## src/verilog/obi_pkg.sv

```systemverilog
// Data bus types: widths, address, data, byte enable, protection, request and response structs
package obi_pkg;

  ////////////////////////////////////////////////////////////////////////////
  // Bus widths
  ////////////////////////////////////////////////////////////////////////////

  // Byte address width on the data bus
  localparam int unsigned OBI_AW = 32;
  // Data word width, one word per transfer
  localparam int unsigned OBI_DW = 32;
  // One enable per byte lane
  localparam int unsigned OBI_BW = OBI_DW / 8;

  // Byte address, always word aligned when it leaves the unit
  typedef logic [OBI_AW-1:0] obi_addr_t;
  // Bus data word
  typedef logic [OBI_DW-1:0] obi_data_t;
  // Byte lane enables
  typedef logic [OBI_BW-1:0] obi_be_t;
  // Bit 0 marks a data access, bits 2:1 hold the privilege level
  typedef logic [2:0]        obi_prot_t;

  ////////////////////////////////////////////////////////////////////////////
  // Channel structs
  ////////////////////////////////////////////////////////////////////////////

  // Address phase, held stable from req until gnt
  typedef struct packed {
    logic      req;
    obi_addr_t addr;
    logic      we;
    obi_be_t   be;
    obi_data_t wdata;
    obi_prot_t prot;
  } obi_req_t;

  // Grant for the address phase, rvalid and rdata for the response phase
  typedef struct packed {
    logic      gnt;
    logic      rvalid;
    obi_data_t rdata;
  } obi_rsp_t;

endpackage

```

## src/verilog/lsu_pkg.sv

```systemverilog
// Load/store instruction types: size and privilege enums, core request, stage structs, write-back
package lsu_pkg;

  ////////////////////////////////////////////////////////////////////////////
  // Instruction encodings
  ////////////////////////////////////////////////////////////////////////////

  // Access size as decoded by the core
  typedef enum logic [1:0] {
    LSU_BYTE = 2'd0,
    LSU_HALF = 2'd1,
    LSU_WORD = 2'd2
  } lsu_size_e;

  // Privilege of the instruction, copied into prot bits 2:1
  typedef enum logic [1:0] {
    PRIV_U = 2'b00,
    PRIV_M = 2'b11
  } priv_e;

  // Byte offset of an access inside its first word
  typedef logic [1:0] lsu_boff_t;

  // Request from the execute stage, valid with the req_valid strobe
  typedef struct packed {
    logic              is_store;
    lsu_size_e         size;
    logic              is_signed;
    obi_pkg::obi_addr_t base;
    obi_pkg::obi_addr_t offset;
    obi_pkg::obi_data_t wdata;
    priv_e             priv;
  } lsu_req_t;

  ////////////////////////////////////////////////////////////////////////////
  // Inter-stage structs
  ////////////////////////////////////////////////////////////////////////////

  // One word transfer from the address stage to the bus stage
  // The tail fields are not driven on the bus but become the response context
  typedef struct packed {
    obi_pkg::obi_addr_t addr;
    logic              we;
    obi_pkg::obi_be_t   be;
    obi_pkg::obi_data_t wdata;
    obi_pkg::obi_prot_t prot;
    lsu_boff_t         boff;
    lsu_size_e         size;
    logic              is_signed;
    // Set on a single transfer or on the second half of a split
    logic              last;
    logic              is_split;
  } lsu_xfer_t;

  // Travels with each granted transfer until its rvalid
  typedef struct packed {
    lsu_boff_t boff;
    lsu_size_e size;
    logic      is_signed;
    logic      is_store;
    logic      is_split;
    logic      last;
  } lsu_ctx_t;

  // Write-back result, one per load or store
  typedef struct packed {
    obi_pkg::obi_data_t rdata;
    logic              is_store;
    logic              misaligned;
  } lsu_wb_t;

endpackage

```

## src/verilog/lsu_addr_stage.sv

```systemverilog
// Address stage: effective address, alignment check, split FSM, lane-aligned write data
`timescale 1ns/1ps

module lsu_addr_stage (
  input  logic              clk,
  input  logic              rst_n,
  input  logic              req_valid_i,
  input  lsu_pkg::lsu_req_t req_i,
  input  logic              kill_i,
  input  logic              take_i,
  output logic              ready_o,
  output logic              xfer_valid_o,
  output lsu_pkg::lsu_xfer_t xfer_o,
  output logic              busy_o
);
  import obi_pkg::*;
  import lsu_pkg::*;

  // Idle, presenting the first or only half, presenting the second half
  typedef enum logic [1:0] {S_IDLE, S_FIRST, S_SECOND} state_e;

  state_e    state_q, state_d;
  obi_addr_t addr_q;
  lsu_size_e size_q;
  logic      is_store_q;
  logic      is_signed_q;
  obi_data_t wdata_q;
  priv_e     priv_q;
  obi_prot_t prot_first_q;

  lsu_boff_t   boff;
  logic [3:0]  size_mask;
  logic [7:0]  be_wide;
  logic [63:0] wdata_wide;
  logic        split;
  logic        second;
  logic        accept;

  ////////////////////////////////////////////////////////////////////////////
  // Lane alignment over a two-word window
  ////////////////////////////////////////////////////////////////////////////

  assign boff = addr_q[1:0];

  always_comb begin
    case (size_q)
      LSU_BYTE: size_mask = 4'b0001;
      LSU_HALF: size_mask = 4'b0011;
      default:  size_mask = 4'b1111;
    endcase
  end

  // Upper four enables and upper data word belong to the next word address
  assign be_wide    = {4'b0000, size_mask} << boff;
  assign wdata_wide = {32'd0, wdata_q} << {boff, 3'b000};
  // Any enable in the upper word means the access crosses a word boundary
  assign split      = |be_wide[7:4];
  assign second     = (state_q == S_SECOND);

  always_comb begin
    xfer_o.addr      = {addr_q[31:2], 2'b00} + (second ? 32'd4 : 32'd0);
    xfer_o.we        = is_store_q;
    xfer_o.be        = second ? be_wide[7:4] : be_wide[3:0];
    xfer_o.wdata     = second ? wdata_wide[63:32] : wdata_wide[31:0];
    // Data access with the privilege of the instruction
    xfer_o.prot      = {priv_q, 1'b1};
    xfer_o.boff      = boff;
    xfer_o.size      = size_q;
    xfer_o.is_signed = is_signed_q;
    xfer_o.last      = second || !split;
    xfer_o.is_split  = split;
  end

  ////////////////////////////////////////////////////////////////////////////
  // Split FSM
  ////////////////////////////////////////////////////////////////////////////

  // A kill withdraws the first half before it is granted
  assign xfer_valid_o = ((state_q == S_FIRST) && !kill_i) || second;
  // Free now, or freed by the grant of the final half in this cycle
  assign ready_o      = (state_q == S_IDLE) || (take_i && xfer_o.last);
  assign accept       = req_valid_i && ready_o;
  assign busy_o       = (state_q != S_IDLE);

  always_comb begin
    state_d = state_q;
    case (state_q)
      S_FIRST: begin
        if (kill_i) begin
          state_d = S_IDLE;
        end else if (take_i) begin
          state_d = split ? S_SECOND : S_IDLE;
        end
      end
      // The second half is committed and ignores kill
      S_SECOND: begin
        if (take_i) begin
          state_d = S_IDLE;
        end
      end
      default: ;
    endcase
    if (accept) begin
      state_d = S_FIRST;
    end
  end

  always_ff @(posedge clk or negedge rst_n) begin
    if (!rst_n) begin
      state_q <= S_IDLE;
    end else begin
      state_q <= state_d;
    end
  end

  // Effective address is formed once, when the request is taken
  always_ff @(posedge clk) begin
    if (accept) begin
      addr_q      <= req_i.base + req_i.offset;
      size_q      <= req_i.size;
      is_store_q  <= req_i.is_store;
      is_signed_q <= req_i.is_signed;
      wdata_q     <= req_i.wdata;
      priv_q      <= req_i.priv;
    end
    if ((state_q == S_FIRST) && take_i) begin
      prot_first_q <= xfer_o.prot;
    end
  end

  // Both halves of a split reach the bus with the same protection bits
  a_split_prot_equal :
    assert property (@(posedge clk) disable iff (!rst_n)
                     (second && take_i) |-> (xfer_o.prot == prot_first_q))
      else $error("Protection differs between the halves of a split access");

  // The core strobes a request only while the stage can take it
  a_no_req_when_busy :
    assert property (@(posedge clk) disable iff (!rst_n)
                     req_valid_i |-> ready_o)
      else $error("Request strobed while the address stage was not ready");

endmodule

```

## src/verilog/lsu_bus_stage.sv

```systemverilog
// Bus stage: OBI request driver, outstanding-transfer counter and response context push
`timescale 1ns/1ps

module lsu_bus_stage #(
  parameter int unsigned DEPTH = 2
) (
  input  logic               clk,
  input  logic               rst_n,
  input  logic               xfer_valid_i,
  input  lsu_pkg::lsu_xfer_t xfer_i,
  input  logic               halt_i,
  output obi_pkg::obi_req_t  obi_req_o,
  input  obi_pkg::obi_rsp_t  obi_rsp_i,
  output logic               take_o,
  output logic               push_o,
  output lsu_pkg::lsu_ctx_t  ctx_o,
  output logic               busy_o
);

  // Counter wide enough to hold DEPTH itself
  localparam int unsigned CW = $clog2(DEPTH + 1);

  logic [CW-1:0] cnt_q;
  logic          hold_q;
  logic          can_issue;
  logic          granted;

  ////////////////////////////////////////////////////////////////////////////
  // Request
  ////////////////////////////////////////////////////////////////////////////

  // A request already on the bus keeps going, even under halt
  // A new one needs a free slot and no halt from execute
  assign can_issue = hold_q || ((cnt_q < CW'(DEPTH)) && !halt_i);

  always_comb begin
    obi_req_o.req   = xfer_valid_i && can_issue;
    obi_req_o.addr  = xfer_i.addr;
    obi_req_o.we    = xfer_i.we;
    obi_req_o.be    = xfer_i.be;
    obi_req_o.wdata = xfer_i.wdata;
    obi_req_o.prot  = xfer_i.prot;
  end

  assign granted = obi_req_o.req && obi_rsp_i.gnt;
  // Grant frees the address stage and queues the context in the same cycle
  assign take_o  = granted;
  assign push_o  = granted;

  always_comb begin
    ctx_o.boff      = xfer_i.boff;
    ctx_o.size      = xfer_i.size;
    ctx_o.is_signed = xfer_i.is_signed;
    ctx_o.is_store  = xfer_i.we;
    ctx_o.is_split  = xfer_i.is_split;
    ctx_o.last      = xfer_i.last;
  end

  ////////////////////////////////////////////////////////////////////////////
  // Outstanding count
  ////////////////////////////////////////////////////////////////////////////

  always_ff @(posedge clk or negedge rst_n) begin
    if (!rst_n) begin
      cnt_q  <= '0;
      hold_q <= 1'b0;
    end else begin
      // Remember a request that is still waiting for its grant
      hold_q <= obi_req_o.req && !obi_rsp_i.gnt;
      case ({granted, obi_rsp_i.rvalid})
        2'b10:   cnt_q <= cnt_q + 1'b1;
        2'b01:   cnt_q <= cnt_q - 1'b1;
        default: cnt_q <= cnt_q;
      endcase
    end
  end

  assign busy_o = (cnt_q != '0);

  // Never more transfers in flight than the response queue can hold
  a_cnt_max_depth :
    assert property (@(posedge clk) disable iff (!rst_n)
                     cnt_q <= CW'(DEPTH))
      else $error("Outstanding transfer count exceeds DEPTH");

  // Every rvalid answers a transfer granted in an earlier cycle
  a_no_spurious_rvalid :
    assert property (@(posedge clk) disable iff (!rst_n)
                     obi_rsp_i.rvalid |-> (cnt_q != '0))
      else $error("rvalid seen with no transfer outstanding");

  // Address phase payload holds while the request waits for its grant
  a_req_payload_stable :
    assert property (@(posedge clk) disable iff (!rst_n)
                     (obi_req_o.req && !obi_rsp_i.gnt) ##1 obi_req_o.req
                     |-> $stable(obi_req_o))
      else $error("Bus payload changed while waiting for gnt");

endmodule

```

## src/verilog/lsu_resp_stage.sv

```systemverilog
// Response stage: context FIFO, split-half merge, sign/zero extension and write-back register
`timescale 1ns/1ps

module lsu_resp_stage #(
  parameter int unsigned DEPTH = 2
) (
  input  logic              clk,
  input  logic              rst_n,
  input  logic              push_i,
  input  lsu_pkg::lsu_ctx_t ctx_i,
  input  obi_pkg::obi_rsp_t obi_rsp_i,
  output logic              wb_valid_o,
  output lsu_pkg::lsu_wb_t  wb_o,
  output logic              busy_o
);
  import obi_pkg::*;
  import lsu_pkg::*;

  localparam int unsigned CW = $clog2(DEPTH + 1);
  // A single-entry queue still gets a one-bit pointer
  localparam int unsigned PW = (DEPTH > 1) ? $clog2(DEPTH) : 1;

  lsu_ctx_t      fifo_q [DEPTH];
  logic [PW-1:0] wptr_q;
  logic [PW-1:0] rptr_q;
  logic [CW-1:0] cnt_q;
  obi_data_t     lo_q;
  lsu_wb_t       wb_q;
  logic          wb_valid_q;

  lsu_ctx_t    head;
  logic        pop;
  logic        finish;
  logic [63:0] merged;
  logic [63:0] shifted;
  obi_data_t   ext;
  lsu_wb_t     wb_d;

  ////////////////////////////////////////////////////////////////////////////
  // Context queue, popped by rvalid in grant order
  ////////////////////////////////////////////////////////////////////////////

  assign head   = fifo_q[rptr_q];
  assign pop    = obi_rsp_i.rvalid;
  assign finish = pop && head.last;

  always_ff @(posedge clk or negedge rst_n) begin
    if (!rst_n) begin
      wptr_q <= '0;
      rptr_q <= '0;
      cnt_q  <= '0;
    end else begin
      if (push_i) begin
        wptr_q <= (wptr_q == PW'(DEPTH - 1)) ? '0 : wptr_q + 1'b1;
      end
      if (pop) begin
        rptr_q <= (rptr_q == PW'(DEPTH - 1)) ? '0 : rptr_q + 1'b1;
      end
      case ({push_i, pop})
        2'b10:   cnt_q <= cnt_q + 1'b1;
        2'b01:   cnt_q <= cnt_q - 1'b1;
        default: cnt_q <= cnt_q;
      endcase
    end
  end

  always_ff @(posedge clk) begin
    if (push_i) begin
      fifo_q[wptr_q] <= ctx_i;
    end
    // First half of a split waits here for its partner
    if (pop && !head.last) begin
      lo_q <= obi_rsp_i.rdata;
    end
  end

  ////////////////////////////////////////////////////////////////////////////
  // Merge and extension
  ////////////////////////////////////////////////////////////////////////////

  // Low word first, so the byte offset shift lines the value up at bit 0
  assign merged  = head.is_split ? {obi_rsp_i.rdata, lo_q} : {32'd0, obi_rsp_i.rdata};
  assign shifted = merged >> {head.boff, 3'b000};

  always_comb begin
    case (head.size)
      LSU_BYTE: ext = {{24{head.is_signed && shifted[7]}}, shifted[7:0]};
      LSU_HALF: ext = {{16{head.is_signed && shifted[15]}}, shifted[15:0]};
      default:  ext = shifted[31:0];
    endcase
  end

  always_comb begin
    // Stores report completion with a zero value
    wb_d.rdata      = head.is_store ? '0 : ext;
    wb_d.is_store   = head.is_store;
    wb_d.misaligned = head.is_split;
  end

  always_ff @(posedge clk or negedge rst_n) begin
    if (!rst_n) begin
      wb_valid_q <= 1'b0;
    end else begin
      wb_valid_q <= finish;
    end
  end

  always_ff @(posedge clk) begin
    if (finish) begin
      wb_q <= wb_d;
    end
  end

  assign wb_valid_o = wb_valid_q;
  assign wb_o       = wb_q;
  // Stays high through the write-back pulse itself
  assign busy_o     = (cnt_q != '0) || wb_valid_q;

  // The bus stage must stop granting before the queue runs out of room
  a_queue_no_overflow :
    assert property (@(posedge clk) disable iff (!rst_n)
                     (push_i && !pop) |-> (cnt_q < CW'(DEPTH)))
      else $error("Response context queue overflow");

endmodule

```

## src/verilog/lsu_top.sv

```systemverilog
// Load/store unit top: address, bus and response stages with the shared DEPTH parameter
`timescale 1ns/1ps

module lsu_top #(
  parameter int unsigned DEPTH = 2
) (
  input  logic              clk,
  input  logic              rst_n,
  input  logic              req_valid_i,
  input  lsu_pkg::lsu_req_t req_i,
  input  logic              halt_i,
  input  logic              kill_i,
  output logic              ready_o,
  output logic              busy_o,
  output logic              wb_valid_o,
  output lsu_pkg::lsu_wb_t  wb_o,
  output obi_pkg::obi_req_t obi_req_o,
  input  obi_pkg::obi_rsp_t obi_rsp_i
);
  import lsu_pkg::*;

  // Address stage to bus stage
  logic      xfer_valid;
  lsu_xfer_t xfer;
  logic      take;

  // Bus stage to response stage, one entry per grant
  logic      push;
  lsu_ctx_t  ctx;

  logic      addr_busy;
  logic      bus_busy;
  logic      resp_busy;

  lsu_addr_stage u_addr (
    .clk          (clk),
    .rst_n        (rst_n),
    .req_valid_i  (req_valid_i),
    .req_i        (req_i),
    .kill_i       (kill_i),
    .take_i       (take),
    .ready_o      (ready_o),
    .xfer_valid_o (xfer_valid),
    .xfer_o       (xfer),
    .busy_o       (addr_busy)
  );

  lsu_bus_stage #(.DEPTH(DEPTH)) u_bus (
    .clk          (clk),
    .rst_n        (rst_n),
    .xfer_valid_i (xfer_valid),
    .xfer_i       (xfer),
    .halt_i       (halt_i),
    .obi_req_o    (obi_req_o),
    .obi_rsp_i    (obi_rsp_i),
    .take_o       (take),
    .push_o       (push),
    .ctx_o        (ctx),
    .busy_o       (bus_busy)
  );

  lsu_resp_stage #(.DEPTH(DEPTH)) u_resp (
    .clk        (clk),
    .rst_n      (rst_n),
    .push_i     (push),
    .ctx_i      (ctx),
    .obi_rsp_i  (obi_rsp_i),
    .wb_valid_o (wb_valid_o),
    .wb_o       (wb_o),
    .busy_o     (resp_busy)
  );

  // An access is somewhere in the unit from acceptance until its write-back
  assign busy_o = addr_busy || bus_busy || resp_busy;

endmodule

```

## config.mk

```make
export PLATFORM = sky130hd
export DESIGN_NAME = lsu_top
export DESIGN_NICKNAME = d
export VERILOG_FILES = /design/src/verilog/obi_pkg.sv /design/src/verilog/lsu_pkg.sv /design/src/verilog/lsu_addr_stage.sv /design/src/verilog/lsu_bus_stage.sv /design/src/verilog/lsu_resp_stage.sv /design/src/verilog/lsu_top.sv
export SDC_FILE = /design/constraint.sdc
export NUM_CORES = 1
export LEC_CHECK = 0
export BUFFER_PORTS_ARGS = -buffer_cell sky130_fd_sc_hd__buf_2
export CAP_MARGIN = 0
export CORE_UTILIZATION = 59
export CTS_BUF_LIST = sky130_fd_sc_hd__clkbuf_8 sky130_fd_sc_hd__clkbuf_16
export CTS_CLUSTER_SIZE = 16
export DETAILED_ROUTE_END_ITERATION = 10
export PLACE_DENSITY_LB_ADDON = 0.2
export REMOVE_ABC_BUFFERS = 1
export SYNTH_ARGS = -nofsm -noshare
export SYNTH_HDL_FRONTEND = slang
export SYNTH_HIERARCHICAL = 1
export SYNTH_SLANG_ARGS = --single-unit
export TNS_END_PERCENT = 50
```

## constraint.sdc

```tcl
create_clock -name clk -period 10.5 [get_ports clk]
set_clock_uncertainty 0.15 [all_clocks]
set_input_delay 2.625 -clock clk [delete_from_list [all_inputs] [get_ports clk]]
set_output_delay 2.625 -clock clk [all_outputs]
set_load 0.1 [all_outputs]
```

# --- Yosys cells after proc, flatten, opt, wreduce, memory -nomap -nowiden ---
# Memory sizes are Yosys's and may differ from the RTL's.
# Index checks and enable logic that the tools add are counted.
op_classes:
  n_addsub: 8
  order_cmp: 1
  n_eq_ne: 8
  n_shift: 3
  muxes: 18
  n_reduce_logical: 33
op_table:
  columns: ["operator", "n"]
  rows:
  - ["32-bit adder", 2]
  - ["64-bit two-way mux", 1]
  - ["32-bit case mux with 2 select lines", 1]
  - ["32-bit by 5-bit left shift with 64-bit output", 1]
  - ["64-bit by 5-bit right shift with 32-bit output", 1]
  - ["32-bit two-way mux", 1]
  - ["2-bit case mux with 2 select lines", 3]
  - ["1-bit logical AND", 11]
  - ["2-bit two-way mux", 5]
  - ["2-bit by 1-bit equality test with 1-bit output (second input constant)", 4]
  - ["4-bit case mux with 2 select lines", 1]
  - ["2-bit nonzero test", 4]
  - ["4-bit by 2-bit left shift with 8-bit output", 1]
  - ["1-bit logical OR", 7]
  - ["2-bit logical NOT", 3]
  - ["1-bit logical NOT", 5]
  - ["2-bit by 1-bit adder with 2-bit output (second input constant)", 2]
  - ["2-bit equality test (second input constant)", 2]
  - ["1-bit two-way mux", 4]
  - ["4-bit two-way mux", 1]
  - ["4-bit by 2-bit inequality test with 1-bit output (second input constant)", 1]
  - ["4-bit OR reduction", 1]
  - ["2-bit by 1-bit subtractor with 2-bit output (second input constant)", 2]
  - ["3-bit two-way mux", 1]
  - ["5 further kinds", 6]
totals:
  regBits: 146
  ram_bits: 16
  out_inout_bits: 110
  elab_cells: 89
  memories: 1
memory_table:
  columns: ["memory", "words", "word_bits", "rd", "rd_ports_with_merged_regs", "wr", "line", "rtl"]
  rows:
  - ["u_resp.fifo_q", 2, 8, 1, 0, 1, "lsu_resp_stage.sv:23", "lsu_ctx_t fifo_q [DEPTH];"]

# --- Logic depth before layout (Yosys ltp) ---
logic_depth:
  depth_word: 11
  mapped_depth: 11

# --- Modules after synthesis ---
# The synthesis kept the hierarchy.
modules_own_cells:
  columns: ["module", "n_inst", "cells_each", "area_each_um2"]
  rows:
  - ["lsu_addr_stage", 1, 549, 5260.0]
  - ["lsu_resp_stage", 1, 366, 4500.6]
  - ["lsu_bus_stage", 1, 95, 762.0]
  - ["lsu_top", 1, 1, 6.3]

# --- Worst setup path before layout ---
# OpenSTA, ideal clock, no wires.
synth_path:
  path_type: "input port to output port"
  from: "input port kill_i"
  to: "output port ready_o"
  arrival_ns: 4.004
  slack_ns: 3.721
  cell_stages: 6
  cell_sequence: "nand2b_1 o21ai_0 and3_1 buf_4 nand2_1 nand2_1"
synth_between:
  elab_chain_len: 7
synth_lines:
  columns: ["item", "line", "rtl"]
  rows:
  - ["from (decl)", "lsu_top.sv:12", "input logic kill_i,"]
  - ["1-bit logical NOT", "lsu_addr_stage.sv:79", "assign xfer_valid_o = ((state_q == S_FIRST) && !kill_i) || second;"]
  - ["1-bit logical AND", "lsu_addr_stage.sv:79", null]
  - ["1-bit logical OR", "lsu_addr_stage.sv:79", null]
  - ["via xfer_valid", "lsu_top.sv:23", "logic xfer_valid;"]
  - ["1-bit logical AND", "lsu_bus_stage.sv:37", "obi_req_o.req = xfer_valid_i && can_issue;"]
  - ["1-bit logical AND", "lsu_bus_stage.sv:45", "assign granted = obi_req_o.req && obi_rsp_i.gnt;"]
  - ["via push", "lsu_top.sv:28", "logic push;"]
  - ["1-bit logical AND", "lsu_addr_stage.sv:81", "assign ready_o = (state_q == S_IDLE) || (take_i && xfer_o.last);"]
  - ["1-bit logical OR", "lsu_addr_stage.sv:81", null]
  - ["to (decl)", "lsu_top.sv:13", "output logic ready_o,"]
# The timed path passes the listed nets, and every way through them passes these cells.

# --- Worst setup path after layout ---
# Ends and elaborated chain as after synthesis.

==> results_dict.tcl <==
set metrics [dict create \
    cts_buffer_depth 2 \
    die_w_um 136 \
    switching_power_w 0.000739 \
    cts_tree "built" \
    io_buffers 247 \
    die_height_um 136 \
    drt-initial-drc-count 526 \
    synth_enable_flop_cells 152 \
    regArea_um2 4810 \
    ant_nets 0 \
    dpl.hpwl_mm 17.0 \
    crit_buf_inv 2 \
    switching_share 0.357 \
    wl_per_cell_um 16.9 \
    endpoint_kind "primary output" \
    yosys_warnings 6 \
    h-tree-depth 4 \
    grt_pass1_wl_mm 37.2 \
    cts_made_buffers 17 \
    postPlaceCellArea_um2 11200 \
    startpoint_type "input port" \
    track_usage 0.261 \
    mostFrequentLayoutCell "buf_2" \
    rsz0062_at_grt "no" \
    dr.pass1.iters 6 \
    r2r_setup_slack_ns 6.90 \
    critical_path.top_delay_family "simple AND/OR/NAND/NOR gates" \
    cts_resized 0 \
    setup_viol 0 \
    clk_latency_ns 0.43 \
    pwr-share-clk 0.294 \
    finalCritPeriodShare 0.649 \
    drv_slew 0 \
    p_int_w 0.00133 \
    layout_common_cells "buf_2 (247), edfxtp_1 (152), nand2_1 (138)" \
    critical_path_arrival_ns 4.04 \
    wl_mm 23.6 \
    power_density_nw_per_um2 175 \
    postCtsSetupBuffers 0 \
    p_leak_nw 4.96 \
    hold_buffers 0 \
    placementRows 48 \
    grt_start_max_net_pins 71 \
    cp_slowest_cell "buf_2" \
    io_pins 251 \
    synth_ff_type "edfxtp_1" \
    cp_max_fo 10 \
    criticalPathCategory "in -> out" \
    hold_class "reg -> reg" \
    syn_inst 1011 \
    holdWs_ns 0.325 \
    vias 8172 \
    num-fill-cells 1325 \
    worstMarginPinSlew_ns 1.02 \
    grt_antenna_before_repair 3 \
    clk_transition_reported_paths_ns 0.06 \
    drive_above_1_share 0.270 \
    fin_crit_ns 6.82 \
    globalplace.congestion 0.890 \
    root_buffer "clkbuf_16" \
    path_cells "buf_2 -> nand2b_1 -> o21ai_0 -> and3_1 -> nand2_1 -> nand2_1 -> buf_2" \
    via_per_inst 5.87 \
    multi_input_area_um2 4760 \
    clock_sinks 162 \
    maxCapViolCount 0 \
    tns_ns 0 \
    syn_area_per_cell_um2 10.4 \
    ir_drop_uv 153 \
    finalHoldViolCount 0 \
    area_growth_pct 12.3 \
    cp_data_required_time_ns 7.73 \
    slew_headroom 0.322 \
    clock.fmax_mhz 147 \
    synth-seq-area-share 0.457 \
    finalNetCount 1329 \
    mappedNetlistArea_um2 10500 \
    final_area_um2 11800 \
    start_util 0.607 \
    seqPwrFrac 0.395 \
    ys_ff_latch 162 \
    dieArea_um2 18400 \
    status "finished clean" \
    ys_types 80 \
    max_stage_delay_ns 0.42 \
    overflow 0 \
    comb_power_share 0.311 \
    coreArea_um2 17400 \
    async_flop_share 0.0617 \
    drc 0 \
    grt_pass1_vias 7650 \
]
power by group through the flow:
stage / Combinational [W] / Sequential (W) / Clock [W]
2_1_floorplan: 0.000326 / 0.000996 / 0
3_3_place_gp: 0.000630 / 0.000829 / 0
3_5_place_dp: 0.000638 / 0.000831 / 0
4_1_cts: 0.000640 / 0.000818 / 0.000621
5_1_grt: 0.000690 / 0.000824 / 0.000644
6_report: 0.000644 / 0.000819 / 0.000608
cell type report:
type                            instances  share of cell area
Clock buffer                           17              0.0360
Clock inverter                         15              0.0134
Multi-Input combinational cell        698               0.403
Timing Repair Buffer                  255               0.110
Sequential cell                       162               0.407
Inverter                               18             0.00614
Antenna cell                            3            0.000635
Tap cell                              225              0.0238
metrics by stage:
step / setup slack [ns] / total power, W / cells / utilization
finish: 3.68 / 0.00207 / 1393 / 0.681
global route: 3.46 / 0.00216 / 1393 / 0.681
CTS: 3.69 / 0.00208 / 1390 / 0.681
detailed placement: 3.69 / 0.00147 / 1358 / 0.647
global placement: 3.75 / 0.00146 / 1358 / 0.647
floorplan: 3.76 / 0.00132 / 878 / -
state kept, by name, summed over array words and instances (netlist names):
signal              count
u_addr/is_store_q       1
u_resp/wb_valid_o       1
u_resp/rptr_q           1
u_bus/hold_q            1
u_resp/fifo_q          16
u_addr/wdata_q         32
u_resp/cnt_q            2
u_addr/is_signed_q      1
u_addr/state_q          2
u_addr/priv_q           2
u_resp/wb_o            34
u_bus/cnt_q             2
u_resp/lo_q            32
u_addr/size_q           2
u_resp/wptr_q           1
u_addr/addr_q          32
cells in the mapped netlist, drive strengths merged, types with 10 or more instances:
master,n,share of area
clkbuf,21,0.0076
mux2i,79,0.080
o21ai,38,0.018
nor2,42,0.015
nand3,58,0.028
xor2,28,0.023
and3,15,0.0089
a21oi,55,0.027
xnor2,39,0.032
edfxtp,152,0.43
a211oi,12,0.0090
nand4,10,0.0059
a21o,10,0.0071
buf,113,0.078
o32ai,10,0.0097
o22ai,16,0.010
inv,17,0.0065
nand2,138,0.049
ha,35,0.042
dfrtp,10,0.024
routing by layer:
layer  up-vias  global-route usage  wire length (µm)
met3        49              0.0599              2000
met4         0               0.111               685
li1       3927                   -                 -
met1      3786               0.322              9440
met2       410               0.437             11400
met5         -                   0                 0
worst reg2reg max path, cell delays in order, from the launching register on:
cell and delay (ns):
edfxtp_1 0.90, clkinv_1 0.77, a2bb2oi_1 0.37, inv_1 0.18
nand2_1 0.11, nand2_1 0.09, nand2_1 0.06, and2_2 0.18
buf_4 0.37
path summary, 6_finish.rpt:
check	from	end	cells after the start
setup / recovery	kill_i	ready_o	7
hold / removal	u_addr/is_signed_q	u_resp/fifo_q[0][3]	0
setup reg to reg	u_addr/addr_q[1]	u_addr/addr_q[31]	8
hold reg to reg	u_addr/is_signed_q	u_resp/fifo_q[0][3]	0
max in group asynchronous	rst_n	u_bus/hold_q	1
min in group asynchronous	rst_n	u_resp/rptr_q	1
logic make-up after synthesis:
group | count (synthesis) | synth area share
and+or+nand+nor | 309 | 0.135
AOI/OAI and AO/OA | 201 | 0.132
DFF | 162 | 0.457
buffers and inverters | 152 | 0.0927
muxes | 82 | 0.0829
xor gates and xnor gates | 67 | 0.0557
adders and majority gates | 36 | 0.0435
other | 2 | 0.000713
No activity file was read; power rests on OpenSTA's default activity.
